File: src/hdl/jx2Dec_macros.svh
// Widths, micro-commands, form ids and encodings of the 16-bit decode stage.
// Also the bank prefixes and the special register numbers.

`ifndef JX2DEC_MACROS_SVH
`define JX2DEC_MACROS_SVH

`define JX2_REG_W	7
`define JX2_IMM_W	33
`define JX2_UCMD_W	8
`define JX2_FMID_W	5
`define JX2_BTY_W	3
`define JX2_IXT_W	4

`define JX2_BANK_GPR	3'd0
`define JX2_BANK_EXT	3'd1
`define JX2_BANK_CR	3'd2
`define JX2_BANK_SR	3'd4

// DLR and SP alias R0 and R15. IMM and ZZR are pseudo registers in the SR bank.
`define JX2_REG_DLR	{`JX2_BANK_GPR, 4'h0}
`define JX2_REG_SP	{`JX2_BANK_GPR, 4'hF}
`define JX2_REG_PC	{`JX2_BANK_CR, 4'h0}
`define JX2_REG_IMM	{`JX2_BANK_SR, 4'hE}
`define JX2_REG_ZZR	{`JX2_BANK_SR, 4'hF}

`define JX2_UCMD_INVOP	8'h00
`define JX2_UCMD_NOP	8'h01
`define JX2_UCMD_OP_IXT	8'h02
`define JX2_UCMD_MOV_RR	8'h03

// Byte, word, long and quad moves are consecutive in each direction.
`define JX2_UCMD_MOVB_RM	8'h04
`define JX2_UCMD_MOVW_RM	8'h05
`define JX2_UCMD_MOVL_RM	8'h06
`define JX2_UCMD_MOVQ_RM	8'h07
`define JX2_UCMD_MOVB_MR	8'h08
`define JX2_UCMD_MOVW_MR	8'h09
`define JX2_UCMD_MOVL_MR	8'h0A
`define JX2_UCMD_MOVQ_MR	8'h0B

`define JX2_UCMD_ALU_ADD	8'h10
`define JX2_UCMD_ALU_SUB	8'h11
`define JX2_UCMD_ALU_ADC	8'h12
`define JX2_UCMD_ALU_SBB	8'h13
`define JX2_UCMD_ALU_TST	8'h14
`define JX2_UCMD_ALU_AND	8'h15
`define JX2_UCMD_ALU_OR	8'h16
`define JX2_UCMD_ALU_XOR	8'h17
`define JX2_UCMD_ALU_CMPEQ	8'h18
`define JX2_UCMD_ALU_CMPHI	8'h19
`define JX2_UCMD_ALU_CMPGT	8'h1A
`define JX2_UCMD_ALU_CMPGE	8'h1B

// Base of the single-register block 0x20..0x2A, in the order
// NOT, NEG, NEGC, MOVNT, ROTL, ROTR, ROTCL, ROTCR, SHLL, SHLR, SHAR.
`define JX2_UCMD_ALU_NOT	8'h20

`define JX2_UCMD_ALU_LDIX	8'h30
`define JX2_UCMD_ALU_LDISH	8'h31
`define JX2_UCMD_ALU_LDISH16	8'h32
`define JX2_UCMD_MOV_IR	8'h33

`define JX2_UCMD_ALU_SHLLN	8'h38
`define JX2_UCMD_ALU_SHLRN	8'h39
`define JX2_UCMD_ALU_SHARN	8'h3A
`define JX2_UCMD_ALU_SHARSX	8'h3B

`define JX2_UCMD_CF_BRA	8'h40
`define JX2_UCMD_CF_BSR	8'h41
`define JX2_UCMD_CF_BT	8'h42
`define JX2_UCMD_CF_BF	8'h43

`define JX2_UCMD_IX_RTS	8'h00
`define JX2_UCMD_IX_SLEEP	8'h01
`define JX2_UCMD_IX_BREAK	8'h02
`define JX2_UCMD_IX_CLRT	8'h03
`define JX2_UCMD_IX_SETT	8'h04
`define JX2_UCMD_IX_CLRS	8'h05
`define JX2_UCMD_IX_SETS	8'h06
`define JX2_UCMD_IX_NOTT	8'h07
`define JX2_UCMD_IX_NOTS	8'h08
`define JX2_UCMD_IX_RTE	8'h09

`define JX2_FMID_INV	5'd0
`define JX2_FMID_Z	5'd1
`define JX2_FMID_REG	5'd2
`define JX2_FMID_REGREG	5'd3
`define JX2_FMID_IMM8REG	5'd4
`define JX2_FMID_IMM8Z	5'd5
`define JX2_FMID_IMM8N	5'd6
`define JX2_FMID_IMM12Z	5'd7
`define JX2_FMID_IMM12N	5'd8
`define JX2_FMID_IMM4ZREG	5'd9
`define JX2_FMID_IMM4NREG	5'd10
`define JX2_FMID_REGSTREG	5'd11
`define JX2_FMID_LDREGREG	5'd12
`define JX2_FMID_REGSTDRREG	5'd13
`define JX2_FMID_LDDRREGREG	5'd14
`define JX2_FMID_PCDISP8	5'd15
`define JX2_FMID_REGSTDI4SP	5'd16
`define JX2_FMID_LDDI4SPREG	5'd17

`define JX2_BTY_SB	3'd0
`define JX2_BTY_SW	3'd1
`define JX2_BTY_SL	3'd2
`define JX2_BTY_SQ	3'd3
`define JX2_BTY_UB	3'd4
`define JX2_BTY_UW	3'd5
`define JX2_BTY_UL	3'd6
`define JX2_BTY_UQ	3'd7

`define JX2_IXT_REG	4'd0
`define JX2_IXT_RDL	4'd1
`define JX2_IXT_RDI	4'd2

`endif

File: src/hdl/jx2DecPkg.sv
// Types shared by the decode stage and its testbench.
// The extension word has a memory view and a raw command-index view.

`include "jx2Dec_macros.svh"

package jx2DecPkg;

	// Addressing mode, direction and access width of a memory or branch form.
	typedef struct packed {
		logic [`JX2_IXT_W-1:0] mode;
		logic isLoad;
		logic [`JX2_BTY_W-1:0] bty;
	} uIxtMem;

	typedef union packed {
		uIxtMem mem;
		logic [7:0] cmdIx;	// Sub-op or shift amount.
	} uIxtWord;

endpackage

File: src/hdl/jx2OpTable.sv
// Opcode table for the 16-bit instruction forms.
// Classifies a word into micro-command, operand form, width code and index.

`timescale 1ns/1ps

`include "jx2Dec_macros.svh"

module jx2OpTable (
	input logic [15:0] istrWord,
	output logic [`JX2_UCMD_W-1:0] opUCmd,
	output logic [`JX2_FMID_W-1:0] opFmid,
	output logic [`JX2_BTY_W-1:0] opBty,
	output logic [7:0] opUCmdIx
);

	always_comb begin
		opUCmd = `JX2_UCMD_INVOP;
		opFmid = `JX2_FMID_INV;
		opBty = '0;
		opUCmdIx = '0;

		casez (istrWord)
			16'h0zzz: begin
				opBty = {1'b0, istrWord[9:8]};
				// Bit 11 is the load bit, bit 10 adds DLR to the address.
				case (istrWord[11:10])
					2'b00: opFmid = `JX2_FMID_REGSTREG;
					2'b01: opFmid = `JX2_FMID_REGSTDRREG;
					2'b10: opFmid = `JX2_FMID_LDREGREG;
					default: opFmid = `JX2_FMID_LDDRREGREG;
				endcase
				if (istrWord[11]) begin
					opUCmd = `JX2_UCMD_MOVB_MR + {6'b0, istrWord[9:8]};
				end else begin
					opUCmd = `JX2_UCMD_MOVB_RM + {6'b0, istrWord[9:8]};
				end
			end
			16'b0001_0zzz_zzzz_zzzz: begin
				opUCmd = `JX2_UCMD_ALU_ADD + {5'b0, istrWord[10:8]};	// ADD to XOR.
				opFmid = `JX2_FMID_REGREG;
			end
			16'b0001_10zz_zzzz_zzzz: begin
				opUCmd = `JX2_UCMD_MOV_RR;
				opFmid = `JX2_FMID_REGREG;
				opBty = {1'b0, istrWord[9:8]};	// Selects which side uses the EXT bank.
			end
			16'b0001_11zz_zzzz_zzzz: begin
				if (istrWord[9:8] != 2'b11) begin
					opUCmd = `JX2_UCMD_ALU_CMPEQ + {6'b0, istrWord[9:8]};
					opFmid = `JX2_FMID_REGREG;
				end
			end
			16'b0010_00zz_zzzz_zzzz: begin
				opUCmd = `JX2_UCMD_CF_BRA + {6'b0, istrWord[9:8]};
				opFmid = `JX2_FMID_PCDISP8;
				opBty = `JX2_BTY_SW;
			end
			16'h24zz, 16'h25zz: begin
				opUCmd = `JX2_UCMD_ALU_LDIX;
				opFmid = istrWord[8] ? `JX2_FMID_IMM8N : `JX2_FMID_IMM8Z;
			end
			16'h26zz: begin
				opUCmd = `JX2_UCMD_ALU_LDISH;
				opFmid = `JX2_FMID_IMM8Z;
			end
			16'b0010_10zz_zzzz_zzzz: begin
				// SP displacement, long or quad, store or load.
				opBty = istrWord[8] ? `JX2_BTY_SQ : `JX2_BTY_SL;
				if (istrWord[9]) begin
					opUCmd = `JX2_UCMD_MOVL_MR + {7'b0, istrWord[8]};
					opFmid = `JX2_FMID_LDDI4SPREG;
				end else begin
					opUCmd = `JX2_UCMD_MOVL_RM + {7'b0, istrWord[8]};
					opFmid = `JX2_FMID_REGSTDI4SP;
				end
			end
			16'h2Czz, 16'h2Dzz: begin
				opUCmd = `JX2_UCMD_ALU_CMPEQ;
				opFmid = istrWord[8] ? `JX2_FMID_IMM4NREG : `JX2_FMID_IMM4ZREG;
			end
			16'h2Ezz: begin
				opUCmd = `JX2_UCMD_ALU_CMPGT;
				opFmid = `JX2_FMID_IMM4ZREG;
			end
			16'h2Fzz: begin
				opUCmd = `JX2_UCMD_ALU_CMPGE;
				opFmid = `JX2_FMID_IMM4ZREG;
			end
			16'h30z0: begin
				opUCmd = `JX2_UCMD_OP_IXT;
				opFmid = `JX2_FMID_Z;
				case (istrWord[7:4])
					4'h0: opUCmd = `JX2_UCMD_NOP;
					4'h1: opUCmdIx = `JX2_UCMD_IX_RTS;
					4'h2: opUCmdIx = `JX2_UCMD_IX_SLEEP;
					4'h3: opUCmdIx = `JX2_UCMD_IX_BREAK;
					4'h4: opUCmdIx = `JX2_UCMD_IX_CLRT;
					4'h5: opUCmdIx = `JX2_UCMD_IX_SETT;
					4'h6: opUCmdIx = `JX2_UCMD_IX_CLRS;
					4'h7: opUCmdIx = `JX2_UCMD_IX_SETS;
					4'h8: opUCmdIx = `JX2_UCMD_IX_NOTT;
					4'h9: opUCmdIx = `JX2_UCMD_IX_NOTS;
					4'hA, 4'hB: opUCmd = `JX2_UCMD_ALU_LDISH16;
					4'hC: opUCmdIx = `JX2_UCMD_IX_RTE;
					default: begin
						opUCmd = `JX2_UCMD_INVOP;
						opFmid = `JX2_FMID_INV;
					end
				endcase
			end
			16'h33zz: begin
				if (istrWord[3:0] <= 4'hA) begin
					opUCmd = `JX2_UCMD_ALU_NOT + {4'b0, istrWord[3:0]};
					opFmid = `JX2_FMID_REG;
				end
			end
			16'h34zz: begin
				opFmid = `JX2_FMID_REG;
				if (istrWord[3:0] == 4'hF) begin
					opUCmd = `JX2_UCMD_ALU_SHARSX;
					opUCmdIx = 8'd63;
				end else if (istrWord[3:2] == 2'b11) begin
					opUCmd = `JX2_UCMD_ALU_SHLLN + {6'b0, istrWord[1:0]};
					opUCmdIx = 8'd16;
				end else begin
					// Kind in bits 3:2, amount 1, 2, 4 or 8 in bits 1:0.
					opUCmd = `JX2_UCMD_ALU_SHLLN + {6'b0, istrWord[3:2]};
					opUCmdIx = 8'd1 << istrWord[1:0];
				end
			end
			16'hAzzz: begin
				opUCmd = `JX2_UCMD_ALU_LDIX;
				opFmid = `JX2_FMID_IMM12Z;
			end
			16'hBzzz: begin
				opUCmd = `JX2_UCMD_ALU_LDIX;
				opFmid = `JX2_FMID_IMM12N;
			end
			16'hCzzz: begin
				opUCmd = `JX2_UCMD_ALU_ADD;
				opFmid = `JX2_FMID_IMM8REG;
			end
			16'hEzzz: begin
				opUCmd = `JX2_UCMD_MOV_IR;
				opFmid = `JX2_FMID_IMM8REG;
			end
			default: opFmid = `JX2_FMID_INV;	// Dropped groups stay invalid.
		endcase
	end

endmodule

File: src/hdl/jx2OperandForm.sv
// Operand builder for the decoded form.
// Produces register selectors, the immediate and the extension word.

`timescale 1ns/1ps

`include "jx2Dec_macros.svh"

module jx2OperandForm (
	input logic [15:0] istrWord,
	input logic [`JX2_FMID_W-1:0] opFmid,
	input logic [`JX2_BTY_W-1:0] opBty,
	input logic [7:0] opUCmdIx,
	output logic [`JX2_REG_W-1:0] regN,
	output logic [`JX2_REG_W-1:0] regM,
	output logic [`JX2_REG_W-1:0] regO,
	output logic [`JX2_IMM_W-1:0] imm,
	output jx2DecPkg::uIxtWord uIxt
);

	logic [`JX2_REG_W-1:0] gprO;
	logic [`JX2_REG_W-1:0] gprN;
	logic [`JX2_REG_W-1:0] gprM;
	logic [`JX2_REG_W-1:0] extN;
	logic [`JX2_REG_W-1:0] extM;
	logic [`JX2_IMM_W-1:0] spDisp;

	assign gprO = {`JX2_BANK_GPR, istrWord[11:8]};
	assign gprN = {`JX2_BANK_GPR, istrWord[7:4]};
	assign gprM = {`JX2_BANK_GPR, istrWord[3:0]};
	assign extN = {`JX2_BANK_EXT, istrWord[7:4]};
	assign extM = {`JX2_BANK_EXT, istrWord[3:0]};

	// Quad accesses scale the 4-bit displacement into the upper half of the frame.
	assign spDisp = {28'b0, opBty == `JX2_BTY_SQ, istrWord[3:0]};

	always_comb begin
		regN = `JX2_REG_ZZR;
		regM = `JX2_REG_ZZR;
		regO = `JX2_REG_ZZR;
		imm = '0;
		uIxt = '0;

		case (opFmid)
			`JX2_FMID_Z: begin
				uIxt.cmdIx = opUCmdIx;
				imm = {17'b0, {16{istrWord[7:4] == 4'hB}}};	// Only 0x30B0 loads 0xFFFF.
			end
			`JX2_FMID_REG: begin
				regN = gprN;
				uIxt.cmdIx = opUCmdIx;
			end
			`JX2_FMID_REGREG: begin
				// SW puts M in the EXT bank, SL puts N there, SQ both.
				regN = opBty[1] ? extN : gprN;
				regM = opBty[0] ? extM : gprM;
				regO = `JX2_REG_DLR;
			end
			`JX2_FMID_IMM8REG: begin
				regN = gprO;
				regM = `JX2_REG_IMM;
				imm = {{(`JX2_IMM_W-8){istrWord[7]}}, istrWord[7:0]};
			end
			`JX2_FMID_IMM8Z, `JX2_FMID_IMM8N: begin
				regN = `JX2_REG_DLR;
				regM = `JX2_REG_IMM;
				imm = {{(`JX2_IMM_W-8){opFmid == `JX2_FMID_IMM8N}}, istrWord[7:0]};
			end
			`JX2_FMID_IMM12Z, `JX2_FMID_IMM12N: begin
				regN = `JX2_REG_DLR;
				regM = `JX2_REG_IMM;
				imm = {{(`JX2_IMM_W-12){opFmid == `JX2_FMID_IMM12N}}, istrWord[11:0]};
			end
			`JX2_FMID_IMM4ZREG, `JX2_FMID_IMM4NREG: begin
				regN = gprN;
				regM = `JX2_REG_IMM;
				imm = {{(`JX2_IMM_W-4){opFmid == `JX2_FMID_IMM4NREG}}, istrWord[3:0]};
			end
			`JX2_FMID_REGSTREG: begin
				regN = gprN;
				regM = gprM;
				uIxt.mem = '{`JX2_IXT_REG, 1'b0, opBty};
			end
			`JX2_FMID_LDREGREG: begin
				regN = gprN;
				regM = gprM;
				uIxt.mem = '{`JX2_IXT_REG, 1'b1, opBty};
			end
			`JX2_FMID_REGSTDRREG: begin
				regN = gprN;
				regM = gprM;
				uIxt.mem = '{`JX2_IXT_RDL, 1'b0, opBty};
			end
			`JX2_FMID_LDDRREGREG: begin
				regN = gprN;
				regM = gprM;
				uIxt.mem = '{`JX2_IXT_RDL, 1'b1, opBty};
			end
			`JX2_FMID_PCDISP8: begin
				regN = `JX2_REG_DLR;
				regM = `JX2_REG_PC;
				imm = {{(`JX2_IMM_W-8){istrWord[7]}}, istrWord[7:0]};
				uIxt.mem = '{`JX2_IXT_RDI, 1'b1, opBty};
			end
			`JX2_FMID_REGSTDI4SP: begin
				regN = `JX2_REG_SP;
				regM = gprN;
				imm = spDisp;
				uIxt.mem = '{`JX2_IXT_RDI, 1'b0, opBty};
			end
			`JX2_FMID_LDDI4SPREG: begin
				regN = gprN;
				regM = `JX2_REG_SP;
				imm = spDisp;
				uIxt.mem = '{`JX2_IXT_RDI, 1'b1, opBty};
			end
			default: begin
			end
		endcase
	end

endmodule

File: src/hdl/jx2DecOp.sv
// Registered decode stage for 16-bit instruction words.
// Opcode table and operand builder feed one output register.

`timescale 1ns/1ps

`include "jx2Dec_macros.svh"

module jx2DecOp (
	input logic clock,
	input logic rstN,
	input logic instrValid,
	input logic [15:0] istrWord,
	output logic decValid,
	output logic [`JX2_REG_W-1:0] idRegN,
	output logic [`JX2_REG_W-1:0] idRegM,
	output logic [`JX2_REG_W-1:0] idRegO,
	output logic [`JX2_IMM_W-1:0] idImm,
	output logic [`JX2_UCMD_W-1:0] idUCmd,
	output jx2DecPkg::uIxtWord idUIxt
);

	import jx2DecPkg::*;

	logic [`JX2_UCMD_W-1:0] opUCmd;
	logic [`JX2_FMID_W-1:0] opFmid;
	logic [`JX2_BTY_W-1:0] opBty;
	logic [7:0] opUCmdIx;
	logic [`JX2_REG_W-1:0] regN;
	logic [`JX2_REG_W-1:0] regM;
	logic [`JX2_REG_W-1:0] regO;
	logic [`JX2_IMM_W-1:0] imm;
	uIxtWord uIxt;

	jx2OpTable opTable (
		.istrWord(istrWord),
		.opUCmd(opUCmd),
		.opFmid(opFmid),
		.opBty(opBty),
		.opUCmdIx(opUCmdIx)
	);

	jx2OperandForm operandForm (
		.istrWord(istrWord),
		.opFmid(opFmid),
		.opBty(opBty),
		.opUCmdIx(opUCmdIx),
		.regN(regN),
		.regM(regM),
		.regO(regO),
		.imm(imm),
		.uIxt(uIxt)
	);

	// Outputs hold the last result while no new word arrives.
	always_ff @(posedge clock) begin
		if (!rstN) begin
			decValid <= 1'b0;
			idUCmd <= `JX2_UCMD_NOP;
			idRegN <= `JX2_REG_ZZR;
			idRegM <= `JX2_REG_ZZR;
			idRegO <= `JX2_REG_ZZR;
			idImm <= '0;
			idUIxt <= '0;
		end else begin
			decValid <= instrValid;
			if (instrValid) begin
				idUCmd <= opUCmd;
				idRegN <= regN;
				idRegM <= regM;
				idRegO <= regO;
				idImm <= imm;
				idUIxt <= uIxt;
			end
		end
	end

endmodule

File: config.mk
export PLATFORM = sky130hd
export DESIGN_NAME = jx2DecOp
export DESIGN_NICKNAME = d
export VERILOG_FILES = /design/src/hdl/jx2DecPkg.sv /design/src/hdl/jx2OpTable.sv /design/src/hdl/jx2OperandForm.sv /design/src/hdl/jx2DecOp.sv
export VERILOG_INCLUDE_DIRS = /design/src /design/src/hdl
export SDC_FILE = /design/constraint.sdc
export NUM_CORES = 1
export LEC_CHECK = 0
export BUFFER_PORTS_ARGS = -buffer_cell sky130_fd_sc_hd__buf_2
export CORE_MARGIN = 2
export CORE_UTILIZATION = 54
export DETAILED_ROUTE_END_ITERATION = 10
export PLACE_DENSITY = 0.92
export SLEW_MARGIN = 10
export SYNTH_ARGS = -nofsm -noshare
export SYNTH_HDL_FRONTEND = slang
export SYNTH_SLANG_ARGS = --single-unit
File: constraint.sdc
create_clock -name clock -period 3.58 [get_ports clock]
set_input_delay 0.537 -clock clock [delete_from_list [all_inputs] [get_ports clock]]
set_output_delay 0.537 -clock clock [all_outputs]
set_load 0.02 [all_outputs]
==> reports/summary.md, run 1 <==
Max-cap violations in this run came to 0. Sorting the synthesized cells by area gives the leading types as sky130_fd_sc_hd__dfxtp_1, sky130_fd_sc_hd__buf_4, sky130_fd_sc_hd__a21oi_1, sky130_fd_sc_hd__nand2_1, sky130_fd_sc_hd__nor2_1. The largest total area in the synthesized netlist belongs to sky130_fd_sc_hd__dfxtp_1.

The final count of negative-setup-slack endpoints is 0. The number of stages on the worst setup path is 11. The critical-path maximum fanout was 15. The actual transition at the worst max-transition pin is 0.691 ns. In this design, the stage delay of the slowest critical-path cell is 0.42 ns.

The minimum setup slack among reg-to-reg paths came out at 2.50 ns. The analysis attributes to net switching a power of 430 uW. Number of buffer and inverter instances along the worst setup path: 2. The mapped netlist covers 3410 um2. The number of I/O port buffers is 83, and the number of cells traversed by the worst hold path is 2. TritonCTS built the clock tree. The unique cell type count in the Yosys netlist is 76, and the buffer levels on the longest clock path is 2.

The final design area excluding fillers is 3710 um2. The congestion estimate from routability-driven global placement came to 1.01. The cell sitting at the root of the clock tree is a sky130_fd_sc_hd__clkbuf_8. At the worst endpoint, the arrival time is 3.38 ns.

The sequential element share of the synthesized area was 0.247. Among all flip-flop cells after synthesis, the most frequent one is sky130_fd_sc_hd__dfxtp_1. The starting utilization of the core area is 0.565, and the number of cells traversed by the worst register-to-register path is 2. From left edge to right edge, the die measures 83.4 um. Once the clock tree was built, the resizer swapped 0 gates to a different size. Cell internal power was estimated by the tool at 831 uW. The run gives 28 as the total number of placement rows. The area growth from synthesis to layout is 8.85%.

The final clock period utilization by the worst path was 0.891; the flip-flop and latch area was 841 um2. The total negative slack for setup checks came out at 0 ns. The number of buffers inserted for hold repair after clock tree synthesis is 0, and the wire length of the first global-routing pass is 17.5 mm. The power per standard cell area is 340 nW/um2, and the number of antenna cells inserted is 0. Derived from the worst setup path, the maximum achievable clock frequency is 314 MHz. Synthesis produced a netlist whose cell count is 459. The tools report the final routed wirelength across all metal layers as 11.0 mm. The ratio of routed vias to standard cells is 6.53.

The peak ir drop on the vdd network is 214 uV, and the synthesis-stage register bit count is 42. The logs give 0.304 for the relative contribution of the clock network to total power and 0.537 for the remaining max-slew budget at the tightest pin. The pre-antenna-repair detailed-routing pass consisted of 5 iterations. The tools report the net count reported at finish as 521. The count of endpoints failing hold in the final timing report is 0, and the switching share of power is 0.341. The area occupied by multi-input gates was 2150 um2; the final routed wire length divided by cell count was 19.3 um. STA puts the critical path data required time at 3.77 ns. The kind of path behind the tightest hold check is reg -> reg. The number of global-route vias before repair is 3526, and the later-pin clock latency in the skew report is 0.29 ns.

The fraction of synthesized cell area taken by the top area cell type is 0.247. The filler cell count was 570. The run gives 0 as the number of routed nets with antenna violations. The final max-slew violation count was 0; the number of top-level design ports was 90.

The share of synthesized flip-flops with an asynchronous set or reset was 0. Setup repair after global routing left no endpoint under its margin. The overall global routing resource usage came out at 0.307. Dividing the synthesized area by the synthesized cell count gives 7.42 um2. For the synthesis warning total, the log shows 0. Counting flops with a built-in enable in the synthesized netlist gives 0.

The run gives 8.09 mm as the half-perimeter wire length after detailed placement. The number of vias after detailed routing was 3726; the number of DRC violations after detailed-routing iteration 0 was 355. After clock tree synthesis, the clock-pin slew on the worst setup and hold paths is 0.08 ns. Sum of overflow across all layers after global routing: 0. In the routed design, unresolved DRC markers number 0. The run gives 0 as the number of setup buffers added after CTS. Walking the worst path, the cells encountered are buf_2 > inv_1 > ha_1 > nor3b_1 > nand3_1 > o21ai_1 > nor3_4 > nor2_2 > mux2i_1 > nor2_1 > a311o_1. The kind of cell adding the most delay to the critical path was simple AND/OR/NAND/NOR gates. The floorplan die area is 6960 um2, and the number of antenna violations at the first check in global routing is 0. Critical path class: in -> reg. For the finished layout, the period the worst path requires is 3.19 ns.

Worst clock skew: 0 ns. STA classifies the critical path startpoint as a primary input. The share of power burned in combinational logic came out at 0.296. The worst setup path is captured at a register. Fraction of final layout cells sized beyond drive strength 1: 0.236.

The tools report the post-layout utilization of the core as 0.615. The maximum number of pins on one net before global-route repair is 36, and the number of H-tree branching levels is 2. Counting every sink on the clock net gives 42.

For this design, the slowest cell found on the critical path is sky130_fd_sc_hd__o21ai_1. The run gives 1.58 nW as the leakage power total. The run finished with clean final reports. The sequential group share of total power came out at 0.400. In this run the vertical extent of the chip is 83.4 um. Number of buffers created by CTS: 5.

Once placement finished, the instance area stood at 3600 um2. Area of the core: 6030 um2.
[cell usage in the layout, fill, tap and decap left out, types with 11 or more instances in the layout]
master and instances:
sky130_fd_sc_hd__nand3_1 18, sky130_fd_sc_hd__inv_1 12, sky130_fd_sc_hd__o21ai_0 15, sky130_fd_sc_hd__buf_2 83
sky130_fd_sc_hd__a21oi_1 46, sky130_fd_sc_hd__a31oi_1 11, sky130_fd_sc_hd__nor2_1 31, sky130_fd_sc_hd__o21ai_1 16
sky130_fd_sc_hd__dfxtp_1 42, sky130_fd_sc_hd__nand2_1 51
[tightest hold or removal path, delay by kind of cell, from the launching register on]
family | cells | cell delay (ns)
simple gates | 1 | 0.05
flops | 1 | 0.31
compound gates | 1 | 0.05
[per-stage QoR]
stage | power [mW] | hold slack, ns | instances | setup WS [ns]
5_1_grt | 1.31 | 0.471 | 571 | 0.150
4_1_cts | 1.26 | 0.450 | 571 | 0.466
6_report | 1.26 | 0.446 | 571 | 0.391
2_1_floorplan | 0.802 | 0.524 | 464 | 0.784
3_3_place_gp | 0.874 | 0.434 | 564 | 0.186
3_5_place_dp | 0.879 | 0.440 | 564 | 0.153
[final timing paths]
| path | start | endpoint |
|---|---|---|
| max | istrWord[11] | idRegM[3] |
| min | idImm[7] | idImm[7] |
| max reg2reg | idImm[31] | idImm[31] |
| min reg2reg | idImm[7] | idImm[7] |
[per-layer routing]
layer  GRT usage  wire length, um  vias to the layer above
li1            -                -                     1729
met1       0.405             4590                     1730
met2       0.519             5230                      237
met3      0.0437              974                       30
met4      0.0953              229                        0
met5           0                0                        -
[flip-flops by register name, summed over array words and instances, names as in the netlist]
| name | cells |
|---|---|
| idImm | 14 |
| idRegM | 7 |
| idUCmd | 7 |
| idRegN | 6 |
| idUIxt | 6 |
| decValid | 1 |
| idRegO | 1 |
[synthesized netlist by cell type, types with 9 or more instances]
library cell and n:
sky130_fd_sc_hd__buf_2 9, sky130_fd_sc_hd__clkbuf_1 17, sky130_fd_sc_hd__dfxtp_1 42, sky130_fd_sc_hd__nor2_1 31
sky130_fd_sc_hd__o21ai_1 16, sky130_fd_sc_hd__buf_4 33, sky130_fd_sc_hd__nand2_1 51, sky130_fd_sc_hd__inv_1 12
sky130_fd_sc_hd__a21oi_1 46, sky130_fd_sc_hd__a31oi_1 11, sky130_fd_sc_hd__nand3_1 18, sky130_fd_sc_hd__o21ai_0 15
[power by group through the flow]
| stage | logic [mW] | clock network [mW] | registers [mW] |
|---|---|---|---|
| 4_1_cts | 0.365 | 0.388 | 0.504 |
| 2_1_floorplan | 0.259 | 0 | 0.543 |
| 5_1_grt | 0.399 | 0.406 | 0.508 |
| 3_3_place_gp | 0.360 | 0 | 0.513 |
| 3_5_place_dp | 0.364 | 0 | 0.515 |
| 6_report | 0.374 | 0.383 | 0.504 |
[area by class of cell]
class / count / share of cell area
multi-input combinational: 345 / 0.580
sequential: 42 / 0.227
timing repair buffer: 89 / 0.124
tap: 75 / 0.0253
clock buffer: 6 / 0.0223
inverter: 13 / 0.0132
clock inverter: 1 / 0.00810
[cell families (layout without fill, tap and decap cells)]
logic type	after synthesis	after routing	synth area share
other cells	1	6	0.00110
compound gates	156	156	0.312
xor+xnor	3	3	0.00771
simple gates	166	166	0.260
buf+inv	77	109	0.127
fa+ha+maj	7	7	0.0250
flops	42	42	0.247
mux	7	7	0.0206
No activity file was read; power rests on OpenSTA's default activity.
==> run 2, diff against run 1 <==
--- a/config.mk
+++ b/config.mk
@@ -6,11 +6,12 @@
 export SDC_FILE = /design/constraint.sdc
 export NUM_CORES = 1
 export LEC_CHECK = 0
+export ABC_AREA = 1
 export BUFFER_PORTS_ARGS = -buffer_cell sky130_fd_sc_hd__buf_2
-export CORE_MARGIN = 2
+export CORE_MARGIN = 8
 export CORE_UTILIZATION = 54
 export DETAILED_ROUTE_END_ITERATION = 10
-export PLACE_DENSITY = 0.92
+export PLACE_DENSITY = 0.88
 export SLEW_MARGIN = 10
 export SYNTH_ARGS = -nofsm -noshare
 export SYNTH_HDL_FRONTEND = slang
==> reports/summary.md, run 2 <==
The run finished with clean final reports. The overall global routing resource usage is 0.231, and the sum of overflow across all layers after global routing is 0. For the arrival time of the worst setup path, the log shows 2.95 ns. At the placement stage, the worst setup path has a slack of 0.556 ns. The tools report the final max-slew violation count as 0. Dividing the synthesized area by the synthesized cell count gives 6.06 um2. Traced cell by cell, the critical path runs through buf_2 > inv_1 > ha_1 > inv_1 > nor2_1 > nand2_2 > nand3_1 > nor2_1 > nand2_1 > nand4_1 > nand2_2 > nand2_1 > nand2_1 > nor2_1 > nand2_1 > nand2_1 > a21oi_1. The endpoint identified for the worst register-to-register timing path is idImm[31]. In this run the horizontal extent of the chip is 95.1 um. Launch instance of the worst register-to-register path: idImm[31]. In the final layout, the registers with the most flip-flops are idImm x14, idRegM x7, idUCmd x7. Leaving out fill and tap cells, the most frequent cell in the layout is sky130_fd_sc_hd__nand2_1. Delay of the slowest critical-path stage: 0.35 ns. The worst hold path was traced through 2 stages. TritonCTS built the clock tree.

Along the worst path, the maximum fanout reaches 8. The number of buffers inserted for hold repair after clock tree synthesis was 0. For the later-pin clock latency in the skew report, the log shows 0.29 ns. The floorplan die area came out at 9050 um2.

Max-cap violations in this run came to 0. From synthesis to final layout, the design area changed by 10.3%. The count of instances resized after the clock tree is built is 0.

Synthesis produced 558 cells. The fraction of final layout cells sized beyond drive strength 1 is 0.226, and the die outline height is 95.1 um. In the final design database the tool counted 634 nets.

The worst setup path is launched from a primary input. Data required time at the worst endpoint: 3.72 ns. The number of cells in the design after placement was 679; the number of buffer and inverter instances along the worst setup path was 3. The number of cells traversed by the worst register-to-register path was 2; the maximum number of pins on one net before global-route repair was 39.

The number of vias after detailed routing is 3797. The run gives 0.545 as the starting utilization of the core area. For this design, the sink count on the clock tree is 42.

The logs give 0 for the number of antenna violations at the first check in global routing and 2.70 ns for the minimum setup slack among reg-to-reg paths. Counting flops and latches in the post-synthesis netlist gives 42. The critical path class was in -> reg. The logs give 0.249 for the sequential element share of the synthesized area and 0 for the synthesis warning total.

The tools report the buffer levels on the longest clock path as 2. The congestion estimate from routability-driven global placement came to 1.02. The number of antenna diodes in the final layout is 0.

The half-perimeter wire length after detailed placement was 8.30 mm. For this run, design rule violations remaining after detail routing come to 0. The final instance count without filler cells was 687; the wire length of the first global-routing pass was 16.8 mm. The most used standard cell by instance count after synthesis is sky130_fd_sc_hd__nand2_1.

The tools report the remaining max-slew budget at the tightest pin as 0.279. By area the synthesized netlist is led by sky130_fd_sc_hd__dfxtp_1, sky130_fd_sc_hd__nand2_1, sky130_fd_sc_hd__buf_4, sky130_fd_sc_hd__a21oi_1, sky130_fd_sc_hd__nor2_1. More flip-flops sit in one register than any other, and that register is idImm.

Final routed wire length divided by cell count: 15.0 um. After clock tree synthesis, the clock-pin slew on the worst setup and hold paths is 0.07 ns. The kind of path behind the tightest hold check was reg -> reg. The number of DRC violations after detailed-routing iteration 0 is 282, and the setup slack of the critical path after layout is 0.770 ns. Row generation in the floorplan step produced 29 rows. For the pin with the worst max-slew slack, the measured transition is 1.08 ns. Worst clock skew: 0 ns. Buffers added to address setup during post-CTS repair amount to 0. In this run the static leakage power is 2.03 nW.

For this design the top-level I/O count stands at 90. Wires add up to 10.3 mm. The cell family contributing the most delay on the critical path is simple AND/OR/NAND/NOR gates.

The ratio of routed vias to standard cells was 5.53; the number of H-tree branching levels was 2. The final clock period utilization by the worst path is 0.785, and the power per standard cell area is 316 nW/um2. For this run, the detailed router's first-pass iteration total came to 5.

IR analysis of the VDD net gives a maximum drop of 290 uV. Ranked by instance count, the synthesized netlist is headed by sky130_fd_sc_hd__nand2_1, sky130_fd_sc_hd__nor2_1, sky130_fd_sc_hd__inv_1. The share of synthesized flip-flops with an asynchronous set or reset works out to 0. Post-layout utilization of the core: 0.601. The total negative slack for setup checks was 0 ns; the area of the core was 6200 um2. Number of flip-flops in the largest register: 14. The fraction of synthesized cell area taken by the top area cell type was 0.249. CTS placed an instance of sky130_fd_sc_hd__clkbuf_8 at the clock tree root. Setup repair after global routing left no endpoint under its margin. In the layout the commonest cells are sky130_fd_sc_hd__nand2_1, sky130_fd_sc_hd__buf_2, sky130_fd_sc_hd__nor2_1, sky130_fd_sc_hd__inv_1, sky130_fd_sc_hd__a21oi_1. The mapped netlist covers 3380 um2. The largest individual stage delay along the critical path comes from the cell sky130_fd_sc_hd__nor2_1.

Input and output buffers added on the ports amount to 83. For the count of endpoints failing hold in the final timing report, the log shows 0. The most common flop cell mapped by yosys is sky130_fd_sc_hd__dfxtp_1. The type of element capturing the critical path is a register. The number of buffers created by CTS came out at 5. In this design, the critical path's most frequently occurring cell is sky130_fd_sc_hd__nand2_1. The cell type with the highest aggregate area in the netlist is sky130_fd_sc_hd__dfxtp_1.

Counting flops with a built-in enable in the synthesized netlist gives 0. The unique cell type count in the Yosys netlist was 38; the minimum period implied by the final worst setup slack was 2.81 ns. The run gives 0 as the number of routed nets with antenna violations.

The worst hold path terminates at idUIxt[4]. The logs give 3648 for the number of global-route vias before repair and 0 for the final count of negative-setup-slack endpoints. The startpoint identified for the worst hold timing path is idUIxt[4]. The maximum frequency from static timing analysis came out at 356 MHz.
## run 2: cell count changes after synthesis, sizes merged, moves of 7 or more
cell,delta
a31oi,-11
or3,-8
nand2,+123
buf,-11
nor2,+36
mux2i,-7
nand3,+19
inv,+47
and3,-8
## run 2: routing by layer
layer / part of all wire / wire [um] / track usage / up-vias
li1: - / - / - / 1871
met1: 0.39 / 4020 / 0.264 / 1703
met2: 0.48 / 4890 / 0.398 / 188
met3: 0.098 / 1000 / 0.0520 / 35
met4: 0.035 / 362 / 0.112 / 0
met5: 0 / 0 / 0 / -
## run 2: where the power goes
part	switching [mW]	leakage, nW	total [mW]	internal [mW]
sequential	0.0139	0.343	0.505	0.491
clock	0.170	0.0472	0.325	0.155
combinational	0.246	1.64	0.346	0.100
total	0.430	2.03	1.18	0.746
## run 2: kinds of logic after synthesis
logic type | share of synthesized area
AO/OA/AOI/OAI | 0.161
flip-flops | 0.249
buffers and inverters | 0.156
adder cells (fa/ha/maj) | 0.0222
other | 0.00111
AND/OR/NAND/NOR | 0.411
## run 2: how the worst max path moves through the flow
stage	from	end	slack, ns	depth (start not counted)
after global placement	istrWord[11]	idRegN[3]	0.58	19
after CTS	istrWord[11]	idRegN[3]	0.83	19
after detailed placement	istrWord[11]	idRegN[3]	0.56	19
final	istrWord[11]	idImm[9]	0.77	17
after floorplan	istrWord[11]	idRegN[0]	1.20	19
after global routing	istrWord[11]	idRegN[1]	0.45	19
## run 2: layout make-up
| cell class | count | area, um2 |
|---|---|---|
| sequential | 42 | 841 |
| clock buffer | 6 | 82.6 |
| multi-input combinational | 414 | 2030 |
| fill | 612 | 2480 |
| timing repair buffer | 86 | 438 |
| tap | 77 | 96.3 |
| inverter | 60 | 225 |
| clock inverter | 2 | 12.5 |
## run 2: metrics by stage
stage               hold slack, ns  cell area (um2)  power, mW
CTS                          0.468             3730       1.17
global placement             0.447             3630      0.854
floorplan                    0.545             3400      0.784
global route                 0.487             3730       1.24
detailed placement           0.456             3630      0.858
finish                       0.466             3730       1.18
## run 2: tightest hold or removal path: stages (launching register included)
cell	delay, ns
sky130_fd_sc_hd__dfxtp_1	0.31
sky130_fd_sc_hd__nand2_1	0.06
sky130_fd_sc_hd__a21oi_1	0.05
